`src/verilog/idu_macros.svh`:
```
// Decode stage widths
`ifndef IDU_MACROS_SVH
`define IDU_MACROS_SVH

// datapath and pc width
`define IDU_XLEN 64

// raw instruction width
`define IDU_ILEN 32

// general register addressing
`define IDU_REG_ADDR_W 5
`define IDU_NUM_REGS 32

`endif

```
`src/verilog/idu_pkg.sv`:
```
// Decode stage types
`include "idu_macros.svh"

package idu_pkg;

  typedef logic [`IDU_XLEN-1:0] xlen_t;
  typedef logic [`IDU_ILEN-1:0] inst_t;
  typedef logic [`IDU_REG_ADDR_W-1:0] reg_addr_t;

  // major opcodes handled by the decoder
  typedef enum logic [6:0] {
    OPC_LOAD      = 7'b0000011,
    OPC_OP_IMM    = 7'b0010011,
    OPC_AUIPC     = 7'b0010111,
    OPC_OP_IMM_32 = 7'b0011011,
    OPC_STORE     = 7'b0100011,
    OPC_OP        = 7'b0110011,
    OPC_LUI       = 7'b0110111,
    OPC_OP_32     = 7'b0111011,
    OPC_BRANCH    = 7'b1100011,
    OPC_JALR      = 7'b1100111,
    OPC_JAL       = 7'b1101111
  } opcode_e;

  typedef enum logic [4:0] {
    ALU_ADD      = 5'd0,
    ALU_SUB      = 5'd1,
    ALU_SLT      = 5'd2,
    ALU_SLTU     = 5'd3,
    ALU_XOR      = 5'd4,
    ALU_AND      = 5'd5,
    ALU_OR       = 5'd6,
    ALU_SLL      = 5'd7,
    ALU_SRL      = 5'd8,
    ALU_SRA      = 5'd9,
    ALU_MUL      = 5'd10,
    ALU_DIV      = 5'd11,
    ALU_DIVU     = 5'd12,
    ALU_REM      = 5'd13,
    ALU_REMU     = 5'd14,
    ALU_COPY_IMM = 5'd15, // lui
    ALU_MULH     = 5'd25,
    ALU_MULHSU   = 5'd26,
    ALU_MULHU    = 5'd27,
    ALU_INVALID  = 5'd31
  } alu_op_e;

  // stores reuse the signed codes
  typedef enum logic [2:0] {
    MEM_LB   = 3'd0,
    MEM_LBU  = 3'd1,
    MEM_LH   = 3'd2,
    MEM_LHU  = 3'd3,
    MEM_LW   = 3'd4,
    MEM_LWU  = 3'd5,
    MEM_LD   = 3'd6,
    MEM_NONE = 3'd7
  } mem_op_e;

  typedef enum logic [2:0] {
    BR_JAL  = 3'd0,
    BR_JALR = 3'd1,
    BR_BEQ  = 3'd2,
    BR_BNE  = 3'd3,
    BR_BLT  = 3'd4,
    BR_BGE  = 3'd5,
    BR_BLTU = 3'd6,
    BR_BGEU = 3'd7
  } br_func_e;

  typedef enum logic [1:0] {
    ALU_B_RS2  = 2'd0,
    ALU_B_IMM  = 2'd1,
    ALU_B_FOUR = 2'd2 // link address pc + 4
  } alu_b_src_e;

  typedef enum logic [2:0] {
    IMM_I    = 3'd0,
    IMM_U    = 3'd1,
    IMM_S    = 3'd2,
    IMM_B    = 3'd3,
    IMM_J    = 3'd4,
    IMM_NONE = 3'd7
  } imm_fmt_e;

  typedef struct packed {
    inst_t inst;
    xlen_t pc;
  } fetch_t;

  typedef struct packed {
    reg_addr_t  rd;
    xlen_t      imm;
    logic       alu_a_src; // 1 selects pc
    alu_b_src_e alu_b_src;
    alu_op_e    alu_op;
    logic       word_cut;
    logic       reg_wr;
    logic       mem_to_reg;
    logic       mem_wr;
    logic       mem_re;
    mem_op_e    mem_op;
    logic       br_en;
    br_func_e   br_func;
    logic       invalid;
  } dec_ctrl_t;

  typedef struct packed {
    logic      wen;
    reg_addr_t waddr;
    xlen_t     wdata;
  } wb_t;

endpackage

```
`src/verilog/idu_inst_reg.sv`:
```
// Decode register
`timescale 1ns/1ps

module idu_inst_reg (
  input  logic             i_clk,
  input  logic             i_reset,
  input  logic             i_fetch_valid,
  input  idu_pkg::fetch_t  i_fetch,
  output logic             o_fetch_ready,
  output logic             o_valid,
  input  logic             i_ready,
  output idu_pkg::fetch_t  o_fetch
);

  logic            valid_q;
  idu_pkg::fetch_t fetch_q;

  // room when empty or when the held item leaves this cycle
  assign o_fetch_ready = !valid_q || i_ready;

  always_ff @(posedge i_clk) begin
    if (i_reset) begin
      valid_q <= 1'b0;
    end else if (o_fetch_ready) begin
      valid_q <= i_fetch_valid; // refill or drain
    end
  end

  // payload has no reset
  always_ff @(posedge i_clk) begin
    if (i_fetch_valid && o_fetch_ready) begin
      fetch_q <= i_fetch;
    end
  end

  assign o_valid = valid_q;
  assign o_fetch = fetch_q;

endmodule

```
`src/verilog/idu_imm_gen.sv`:
```
// Immediate generator
`timescale 1ns/1ps
`include "idu_macros.svh"

module idu_imm_gen (
  input  idu_pkg::inst_t    i_inst,
  input  idu_pkg::imm_fmt_e i_fmt,
  output idu_pkg::xlen_t    o_imm
);

  idu_pkg::xlen_t imm_i;
  idu_pkg::xlen_t imm_u;
  idu_pkg::xlen_t imm_s;
  idu_pkg::xlen_t imm_b;
  idu_pkg::xlen_t imm_j;

  assign imm_i = {{(`IDU_XLEN-12){i_inst[31]}}, i_inst[31:20]};
  assign imm_u = {{(`IDU_XLEN-32){i_inst[31]}}, i_inst[31:12], 12'b0};
  assign imm_s = {{(`IDU_XLEN-12){i_inst[31]}}, i_inst[31:25], i_inst[11:7]};

  // branch offset, bit 0 implied
  assign imm_b = {{(`IDU_XLEN-12){i_inst[31]}}, i_inst[7], i_inst[30:25],
                  i_inst[11:8], 1'b0};

  assign imm_j = {{(`IDU_XLEN-20){i_inst[31]}}, i_inst[19:12], i_inst[20],
                  i_inst[30:21], 1'b0};

  always_comb begin
    case (i_fmt)
      idu_pkg::IMM_I: o_imm = imm_i;
      idu_pkg::IMM_U: o_imm = imm_u;
      idu_pkg::IMM_S: o_imm = imm_s;
      idu_pkg::IMM_B: o_imm = imm_b;
      idu_pkg::IMM_J: o_imm = imm_j;
      default:        o_imm = '0; // r-type and unmatched
    endcase
  end

endmodule

```
`src/verilog/idu_ctrl_decode.sv`:
```
// Instruction control decoder
`timescale 1ns/1ps

module idu_ctrl_decode (
  input  idu_pkg::inst_t    i_inst,
  input  idu_pkg::xlen_t    i_imm,
  output idu_pkg::imm_fmt_e o_fmt,
  output idu_pkg::dec_ctrl_t o_ctrl
);

  idu_pkg::opcode_e  opcode;
  logic [2:0]        f3;
  logic [6:0]        f7;

  logic              match;
  logic              type_r;
  logic              is_load;
  logic              is_store;
  logic              is_branch;
  logic              is_jal;
  logic              is_jalr;
  logic              is_auipc;
  logic              word_op;
  idu_pkg::imm_fmt_e fmt;
  idu_pkg::alu_op_e  alu_op;
  idu_pkg::mem_op_e  mem_op;
  idu_pkg::br_func_e br_func;

  // integer ops shared by reg and imm forms
  function automatic idu_pkg::alu_op_e base_op(input logic [2:0] fn3, input logic alt);
    case (fn3)
      3'b000:  base_op = alt ? idu_pkg::ALU_SUB : idu_pkg::ALU_ADD;
      3'b001:  base_op = idu_pkg::ALU_SLL;
      3'b010:  base_op = idu_pkg::ALU_SLT;
      3'b011:  base_op = idu_pkg::ALU_SLTU;
      3'b100:  base_op = idu_pkg::ALU_XOR;
      3'b101:  base_op = alt ? idu_pkg::ALU_SRA : idu_pkg::ALU_SRL;
      3'b110:  base_op = idu_pkg::ALU_OR;
      default: base_op = idu_pkg::ALU_AND;
    endcase
  endfunction

  function automatic idu_pkg::alu_op_e muldiv_op(input logic [2:0] fn3);
    case (fn3)
      3'b000:  muldiv_op = idu_pkg::ALU_MUL;
      3'b001:  muldiv_op = idu_pkg::ALU_MULH;
      3'b010:  muldiv_op = idu_pkg::ALU_MULHSU;
      3'b011:  muldiv_op = idu_pkg::ALU_MULHU;
      3'b100:  muldiv_op = idu_pkg::ALU_DIV;
      3'b101:  muldiv_op = idu_pkg::ALU_DIVU;
      3'b110:  muldiv_op = idu_pkg::ALU_REM;
      default: muldiv_op = idu_pkg::ALU_REMU;
    endcase
  endfunction

  assign opcode = idu_pkg::opcode_e'(i_inst[6:0]);
  assign f3     = i_inst[14:12];
  assign f7     = i_inst[31:25];

  always_comb begin
    match     = 1'b0;
    type_r    = 1'b0;
    is_load   = 1'b0;
    is_store  = 1'b0;
    is_branch = 1'b0;
    is_jal    = 1'b0;
    is_jalr   = 1'b0;
    is_auipc  = 1'b0;
    word_op   = 1'b0;
    fmt       = idu_pkg::IMM_NONE;
    alu_op    = idu_pkg::ALU_INVALID;
    mem_op    = idu_pkg::MEM_NONE;
    br_func   = idu_pkg::BR_JAL;
    case (opcode)
      idu_pkg::OPC_LUI: begin
        match  = 1'b1;
        fmt    = idu_pkg::IMM_U;
        alu_op = idu_pkg::ALU_COPY_IMM;
      end
      idu_pkg::OPC_AUIPC: begin
        match    = 1'b1;
        is_auipc = 1'b1;
        fmt      = idu_pkg::IMM_U;
        alu_op   = idu_pkg::ALU_ADD;
      end
      idu_pkg::OPC_JAL: begin
        match   = 1'b1;
        is_jal  = 1'b1;
        fmt     = idu_pkg::IMM_J;
        alu_op  = idu_pkg::ALU_ADD; // link pc + 4
        br_func = idu_pkg::BR_JAL;
      end
      idu_pkg::OPC_JALR: begin
        if (f3 == 3'b000) begin
          match   = 1'b1;
          is_jalr = 1'b1;
          fmt     = idu_pkg::IMM_I;
          alu_op  = idu_pkg::ALU_ADD;
          br_func = idu_pkg::BR_JALR;
        end
      end
      idu_pkg::OPC_BRANCH: begin
        if (f3[2:1] != 2'b01) begin
          match     = 1'b1;
          is_branch = 1'b1;
          fmt       = idu_pkg::IMM_B;
          alu_op    = idu_pkg::ALU_SUB; // compare rs1 - rs2
          br_func   = f3[2] ? idu_pkg::br_func_e'({1'b1, f3[1:0]})
                            : idu_pkg::br_func_e'({2'b01, f3[0]});
        end
      end
      idu_pkg::OPC_LOAD: begin
        if (f3 != 3'b111) begin
          match   = 1'b1;
          is_load = 1'b1;
          fmt     = idu_pkg::IMM_I;
          alu_op  = idu_pkg::ALU_ADD; // address calc
          case (f3)
            3'b000:  mem_op = idu_pkg::MEM_LB;
            3'b001:  mem_op = idu_pkg::MEM_LH;
            3'b010:  mem_op = idu_pkg::MEM_LW;
            3'b011:  mem_op = idu_pkg::MEM_LD;
            3'b100:  mem_op = idu_pkg::MEM_LBU;
            3'b101:  mem_op = idu_pkg::MEM_LHU;
            default: mem_op = idu_pkg::MEM_LWU;
          endcase
        end
      end
      idu_pkg::OPC_STORE: begin
        if (!f3[2]) begin
          match    = 1'b1;
          is_store = 1'b1;
          fmt      = idu_pkg::IMM_S;
          alu_op   = idu_pkg::ALU_ADD;
          case (f3[1:0])
            2'b00:   mem_op = idu_pkg::MEM_LB;
            2'b01:   mem_op = idu_pkg::MEM_LH;
            2'b10:   mem_op = idu_pkg::MEM_LW;
            default: mem_op = idu_pkg::MEM_LD;
          endcase
        end
      end
      idu_pkg::OPC_OP_IMM: begin
        // 64-bit shamt leaves only f7[6:1] as function bits
        if ((f3 != 3'b001 && f3 != 3'b101) || f7[6:1] == 6'b000000 ||
            (f3 == 3'b101 && f7[6:1] == 6'b010000)) begin
          match  = 1'b1;
          fmt    = idu_pkg::IMM_I;
          alu_op = base_op(f3, f3 == 3'b101 && f7[5]);
        end
      end
      idu_pkg::OPC_OP_IMM_32: begin
        if (f3 == 3'b000 || (f3 == 3'b001 && f7 == 7'b0000000) ||
            (f3 == 3'b101 && (f7 == 7'b0000000 || f7 == 7'b0100000))) begin
          match   = 1'b1;
          word_op = 1'b1;
          fmt     = idu_pkg::IMM_I;
          alu_op  = base_op(f3, f3 == 3'b101 && f7[5]);
        end
      end
      idu_pkg::OPC_OP: begin
        if (f7 == 7'b0000001) begin
          match  = 1'b1;
          type_r = 1'b1;
          alu_op = muldiv_op(f3);
        end else if (f7 == 7'b0000000 ||
                     (f7 == 7'b0100000 && (f3 == 3'b000 || f3 == 3'b101))) begin
          match  = 1'b1;
          type_r = 1'b1;
          alu_op = base_op(f3, f7[5]);
        end
      end
      idu_pkg::OPC_OP_32: begin
        if (f7 == 7'b0000001 && (f3 == 3'b000 || f3[2])) begin
          match   = 1'b1;
          type_r  = 1'b1;
          word_op = 1'b1;
          alu_op  = muldiv_op(f3);
        end else if ((f7 == 7'b0000000 && (f3 == 3'b000 || f3 == 3'b001 || f3 == 3'b101)) ||
                     (f7 == 7'b0100000 && (f3 == 3'b000 || f3 == 3'b101))) begin
          match   = 1'b1;
          type_r  = 1'b1;
          word_op = 1'b1;
          alu_op  = base_op(f3, f7[5]);
        end
      end
      default: begin
        match = 1'b0; // system opcode lands here too
      end
    endcase
  end

  assign o_fmt = fmt;

  always_comb begin
    o_ctrl            = '0;
    o_ctrl.rd         = i_inst[11:7];
    o_ctrl.imm        = i_imm;
    o_ctrl.alu_a_src  = is_jal || is_jalr || is_auipc;
    if (is_jal || is_jalr) begin
      o_ctrl.alu_b_src = idu_pkg::ALU_B_FOUR;
    end else if (fmt == idu_pkg::IMM_I || fmt == idu_pkg::IMM_U || fmt == idu_pkg::IMM_S) begin
      o_ctrl.alu_b_src = idu_pkg::ALU_B_IMM;
    end else begin
      o_ctrl.alu_b_src = idu_pkg::ALU_B_RS2;
    end
    o_ctrl.alu_op     = alu_op;
    o_ctrl.word_cut   = word_op;
    o_ctrl.reg_wr     = type_r || fmt == idu_pkg::IMM_I || fmt == idu_pkg::IMM_U ||
                        fmt == idu_pkg::IMM_J;
    o_ctrl.mem_to_reg = is_load;
    o_ctrl.mem_wr     = is_store;
    o_ctrl.mem_re     = is_load;
    o_ctrl.mem_op     = mem_op;
    o_ctrl.br_en      = is_branch || is_jal || is_jalr;
    o_ctrl.br_func    = br_func;
    o_ctrl.invalid    = !match && (i_inst != '0); // all-zero word is a bubble
  end

endmodule

```
`src/verilog/idu_gpr_file.sv`:
```
// General register file
`timescale 1ns/1ps
`include "idu_macros.svh"

module idu_gpr_file (
  input  logic               i_clk,
  input  idu_pkg::reg_addr_t i_raddr1,
  input  idu_pkg::reg_addr_t i_raddr2,
  output idu_pkg::xlen_t     o_rdata1,
  output idu_pkg::xlen_t     o_rdata2,
  input  idu_pkg::wb_t       i_wb
);

  idu_pkg::xlen_t regs [`IDU_NUM_REGS];

  // x0 never written
  always_ff @(posedge i_clk) begin
    if (i_wb.wen && i_wb.waddr != '0) begin
      regs[i_wb.waddr] <= i_wb.wdata;
    end
  end

  // async reads, no bypass of the write port
  assign o_rdata1 = (i_raddr1 == '0) ? '0 : regs[i_raddr1];
  assign o_rdata2 = (i_raddr2 == '0) ? '0 : regs[i_raddr2];

endmodule

```
`src/verilog/idu_top.sv`:
```
// Instruction decode stage
`timescale 1ns/1ps

module idu_top (
  input  logic                i_clk,
  input  logic                i_reset,
  input  logic                i_fetch_valid,
  input  idu_pkg::fetch_t     i_fetch,
  output logic                o_fetch_ready,
  output logic                o_dec_valid,
  input  logic                i_dec_ready,
  output idu_pkg::dec_ctrl_t  o_dec,
  output idu_pkg::xlen_t      o_pc,
  output idu_pkg::xlen_t      o_rs1_data,
  output idu_pkg::xlen_t      o_rs2_data,
  input  idu_pkg::wb_t        i_wb
);

  idu_pkg::fetch_t   held;
  idu_pkg::imm_fmt_e imm_fmt;
  idu_pkg::xlen_t    imm;

  idu_inst_reg inst_reg_inst (
    .i_clk         (i_clk),
    .i_reset       (i_reset),
    .i_fetch_valid (i_fetch_valid),
    .i_fetch       (i_fetch),
    .o_fetch_ready (o_fetch_ready),
    .o_valid       (o_dec_valid),
    .i_ready       (i_dec_ready),
    .o_fetch       (held)
  );

  idu_ctrl_decode ctrl_decode_inst (
    .i_inst (held.inst),
    .i_imm  (imm),
    .o_fmt  (imm_fmt),
    .o_ctrl (o_dec)
  );

  idu_imm_gen imm_gen_inst (
    .i_inst (held.inst),
    .i_fmt  (imm_fmt),
    .o_imm  (imm)
  );

  // rs1 and rs2 fields
  idu_gpr_file gpr_file_inst (
    .i_clk    (i_clk),
    .i_raddr1 (held.inst[19:15]),
    .i_raddr2 (held.inst[24:20]),
    .o_rdata1 (o_rs1_data),
    .o_rdata2 (o_rs2_data),
    .i_wb     (i_wb)
  );

  assign o_pc = held.pc;

endmodule

```
`config.mk`:
```
export PLATFORM = sky130hd
export DESIGN_NAME = idu_top
export DESIGN_NICKNAME = d
export VERILOG_FILES = /design/src/verilog/idu_pkg.sv /design/src/verilog/idu_inst_reg.sv /design/src/verilog/idu_imm_gen.sv /design/src/verilog/idu_ctrl_decode.sv /design/src/verilog/idu_gpr_file.sv /design/src/verilog/idu_top.sv
export VERILOG_INCLUDE_DIRS = /design/src /design/src/verilog
export SDC_FILE = /design/constraint.sdc
export NUM_CORES = 2
export LEC_CHECK = 0
export BUFFER_PORTS_ARGS = -buffer_cell sky130_fd_sc_hd__buf_4
export CAP_MARGIN = 20
export CORE_MARGIN = 5
export CORE_UTILIZATION = 50
export CTS_CLUSTER_SIZE = 40
export DETAILED_ROUTE_END_ITERATION = 10
export PLACE_DENSITY_LB_ADDON = 0.3
export SYNTH_ARGS = -nofsm -noshare
export SYNTH_HDL_FRONTEND = slang
export SYNTH_SLANG_ARGS = --single-unit
```
`constraint.sdc`:
```
create_clock -name i_clk -period 10.7 [get_ports i_clk]
set_clock_uncertainty 0.2 [all_clocks]
set_input_delay 1.07 -clock i_clk [delete_from_list [all_inputs] [get_ports i_clk]]
set_output_delay 1.07 -clock i_clk [all_outputs]
set_load 0.03 [all_outputs]
```
==> run summary <==
The run finished with clean final reports. The max-slew violation count is 0. The critical path class was reg -> out. Before antenna repair, the detailed router went through 6 iterations.

The run gives 197000 um2 as the core area. The logs give 0.230 for the worst max-slew margin expressed relative to the limit and 207000 um2 for the area of the die. The proportion of power drawn by flip-flops and latches was 0.479.

After the last flow step, the layout net total stands at 5174. The logs give 4517 for the number of cells produced by synthesis and 284 mm for the sum of routed wire length over all layers. The share of total power in the clock network was 0.387. Based on the critical path, the design can be clocked at up to 158 MHz. The number of setup buffers added after CTS is 0.

The run gives 36.5 nW as the cell leakage power. The share of synthesized registers carrying an async set or reset came out at 0. For the H-tree depth, the log shows 4. Setup total negative slack: 0 ns. The highest ir drop seen on vdd came out at 177 uV. The number of fill cells is 14300. The DRC marker count from the first detailed-route iteration was 6816; the share of the clock period used by the worst path after layout was 0.591. For this run, the leading register cell type out of synthesis is edfxtp_1. The tools report the latest clock arrival within the worst-skew pair as 0.86 ns. Worst path required time: 9.43 ns.

The number of global-route vias before repair was 54200; the worst-path maximum fanout was 123. Type of the worst min-delay path: in -> reg. The global-route wire length before repair is 403 mm, and the width of the die is 455 um. Gates resized during post-CTS repair numbered 0.

Setup repair after global routing left no endpoint under its margin. Yosys mapped the design onto 76 distinct sky130hd cell types. The final-report setup violation count came out at 0. After global routing the overflow that remains totals 0. The tools report the overall fraction of global-route tracks in use as 0.275. For the pin count of the biggest net entering global routing, the log shows 144.

The die height is 455 um. For this design the total switching power over the nets is 0.00488 W. The tree built by TritonCTS fans out to 2155 sinks. The logs give 163 for the site row count and 0 for the max capacitance violation total. Initial standard-cell utilization of the core: 0.502. TritonCTS built the clock tree. The share of final-layout standard cells stronger than drive strength 1 works out to 0.435. After synthesis the netlist holds a flip-flop and latch count of 2155. The area growth from synthesis to layout was 13.8%; the internal power contribution was 0.0151 W. Dividing the detail-routed via count by the number of cells gives 6.83. The congestion estimate from routability-driven global placement came to 0.839. The HPWL after detailed placement is 154 mm. In this run the deepest clock path goes through 3 buffers. The switching part of the total is 0.244. The number of failing hold endpoints at the final stage came out at 0. The type of origin of the critical path was a register. The cell sitting at the root of the clock tree is a clkbuf_16. The worst setup path is captured at an output port. The number of synthesized flops with an enable pin works out to 2144.

The data arrival time at the worst-slack endpoint is 5.06 ns, and the number of I/O port buffers is 453. The clock-pin slew on the worst setup and hold paths was 0.06 ns. After synthesis the cells add up to 99000 um2. The count of nets left with antenna violations once routing finished came out at 0. The initial antenna violation count is 18, and the via total after detailed routing is 53500. Counting the buffers created by CTS gives 220. For the hold buffer count at CTS, the log shows 0. The Yosys step of the flow raised 0 warnings. The DRC violation count after routing came out at 0. The fraction of the yosys area taken by sequential cells came out at 0.652. Overall power consumption after layout is estimated at 0.0200 W.

The final critical-path required period is 6.33 ns. After detailed routing, the average wire length per cell comes to 36.2 um. 454 I/O pins were placed.

At the pin with the least slew margin, the transition time is 1.16 ns. Power spread over the standard cell area amounts to 177 nW/um2. The combinational power share is 0.134, and the post-synthesis area per instance is 21.9 um2.
-- synth_stat cells (4+ instances only) --
| library cell | number | share of area |
|---|---|---|
| edfxtp_1 | 2144 | 0.65 |
| mux4_2 | 1280 | 0.29 |
| inv_1 | 216 | 0.0082 |
| clkbuf_1 | 138 | 0.0052 |
| o22ai_1 | 130 | 0.0082 |
| buf_2 | 117 | 0.0059 |
| nor2_1 | 60 | 0.0023 |
| buf_4 | 55 | 0.0042 |
| nand2_1 | 53 | 0.0020 |
| buf_1 | 49 | 0.0019 |
| clkinv_1 | 45 | 0.0017 |
| nand3_1 | 15 | 0.00076 |
| buf_6 | 13 | 0.0015 |
| nand2b_1 | 13 | 0.00082 |
| a21o_1 | 12 | 0.00091 |
| a21oi_1 | 12 | 0.00061 |
| dfxtp_1 | 11 | 0.0022 |
| mux2_2 | 11 | 0.0013 |
| nor2b_1 | 11 | 0.00069 |
| and2_1 | 10 | 0.00063 |
| nor3_1 | 10 | 0.00051 |
| o21ai_0 | 9 | 0.00045 |
| nor4_1 | 6 | 0.00038 |
| o211ai_1 | 6 | 0.00045 |
| and3_1 | 5 | 0.00032 |
| nand4_1 | 5 | 0.00032 |
| nor3b_1 | 5 | 0.00038 |
| a22o_1 | 4 | 0.00035 |
| ha_1 | 4 | 0.00051 |
-- final timing paths --
kind,from,cells after the start,endpoint,slack [ns]
worst max-delay path,register,7,o_rs2_data[33],4.37
worst min register to register,inst_reg_inst.o_valid$_SDFFE_PP0N_,2,inst_reg_inst.o_valid$_SDFFE_PP0N_,0.32
worst max register to register,inst_reg_inst.o_valid$_SDFFE_PP0N_,4,inst_reg_inst.o_fetch[0]$_DFFE_PP_,8.09
worst min-delay path,i_reset,2,inst_reg_inst.o_valid$_SDFFE_PP0N_,0.16
-- final cells by class --
class | instances | area [um2] | share of cell area
Timing Repair Buffer | 570 | 4440 | 0.0394
Sequential cell | 2155 | 64600 | 0.573
Multi-Input combinational cell | 1792 | 32100 | 0.285
Inverter | 261 | 981 | 0.00870
Clock buffer | 254 | 5700 | 0.0505
Tap cell | 2640 | 3300 | 0.0293
Clock inverter | 151 | 1530 | 0.0136
Antenna cell | 11 | 27.5 | 0.000244
-- kinds of logic (layout without fill, tap and decap cells) --
logic type,after synthesis,in the layout,share of synthesized area
xor+xnor,2,2,0.000177
other cells,1,75,0.0000379
fa+ha+maj,4,4,0.000505
buf+inv,633,1236,0.0285
flops,2155,2155,0.652
compound gates,205,205,0.0139
mux,1293,1293,0.293
simple gates,224,224,0.0121
-- flip-flops by register name, summed over array words and instances (netlist names), named ones only --
name	count
inst_reg_inst.o_fetch	96
gpr_file_inst.regs	2048
inst_reg_inst.o_valid	1
-- critical path, stage by stage (launching register included) --
cell     delay, ns
dfxtp_4       0.65
buf_12        0.49
buf_4         0.91
mux4_2        0.45
mux4_2        0.48
inv_1         0.12
o22ai_1       0.24
buf_4         0.31
-- per-stage QoR --
step	util	cells	cell area, um2	hold slack [ns]	worst slack, ns
3_5_place_dp	0.535	7418	105000	0.316	5.14
3_3_place_gp	0.535	7417	105000	0.311	5.16
4_1_cts	0.571	7823	113000	0.0884	4.18
6_report	0.572	7834	113000	0.156	4.37
5_1_grt	0.572	7831	113000	0.131	3.95
2_1_floorplan	-	4580	99300	0.301	3.95
-- layout by cell type (no fill, tap or decap), types with 26 or more instances in the layout --
| cell type | n |
|---|---|
| edfxtp_1 | 2144 |
| mux4_2 | 1280 |
| buf_4 | 558 |
| clkbuf_16 | 223 |
| inv_1 | 215 |
| o22ai_1 | 130 |
| clkinv_1 | 95 |
| conb_1 | 64 |
| nand2_1 | 49 |
| clkinv_2 | 39 |
| nor2_1 | 32 |
| clkbuf_1 | 31 |
| nor2_4 | 28 |
| bufinv_16 | 26 |
-- routing by layer --
metal / global-route usage / wire (um) / vias up / part of all wire
met5: 0 / 49 / - / 0.00017
met4: 0.0965 / 10200 / 8 / 0.036
met3: 0.0516 / 29200 / 563 / 0.10
met2: 0.441 / 139000 / 3349 / 0.49
met1: 0.386 / 105000 / 29000 / 0.37
li1: - / - / 20600 / -
-- power groups by stage --
stage / sequential (W) / combinational [W] / clock, W
floorplan: 0.00969 / 0.00179 / 0
CTS: 0.00955 / 0.00270 / 0.00782
global route: 0.00957 / 0.00281 / 0.00821
global placement: 0.00972 / 0.00267 / 0
finish: 0.00955 / 0.00268 / 0.00773
detailed placement: 0.00973 / 0.00269 / 0
Note: power is estimated with default switching activity, not from simulation.
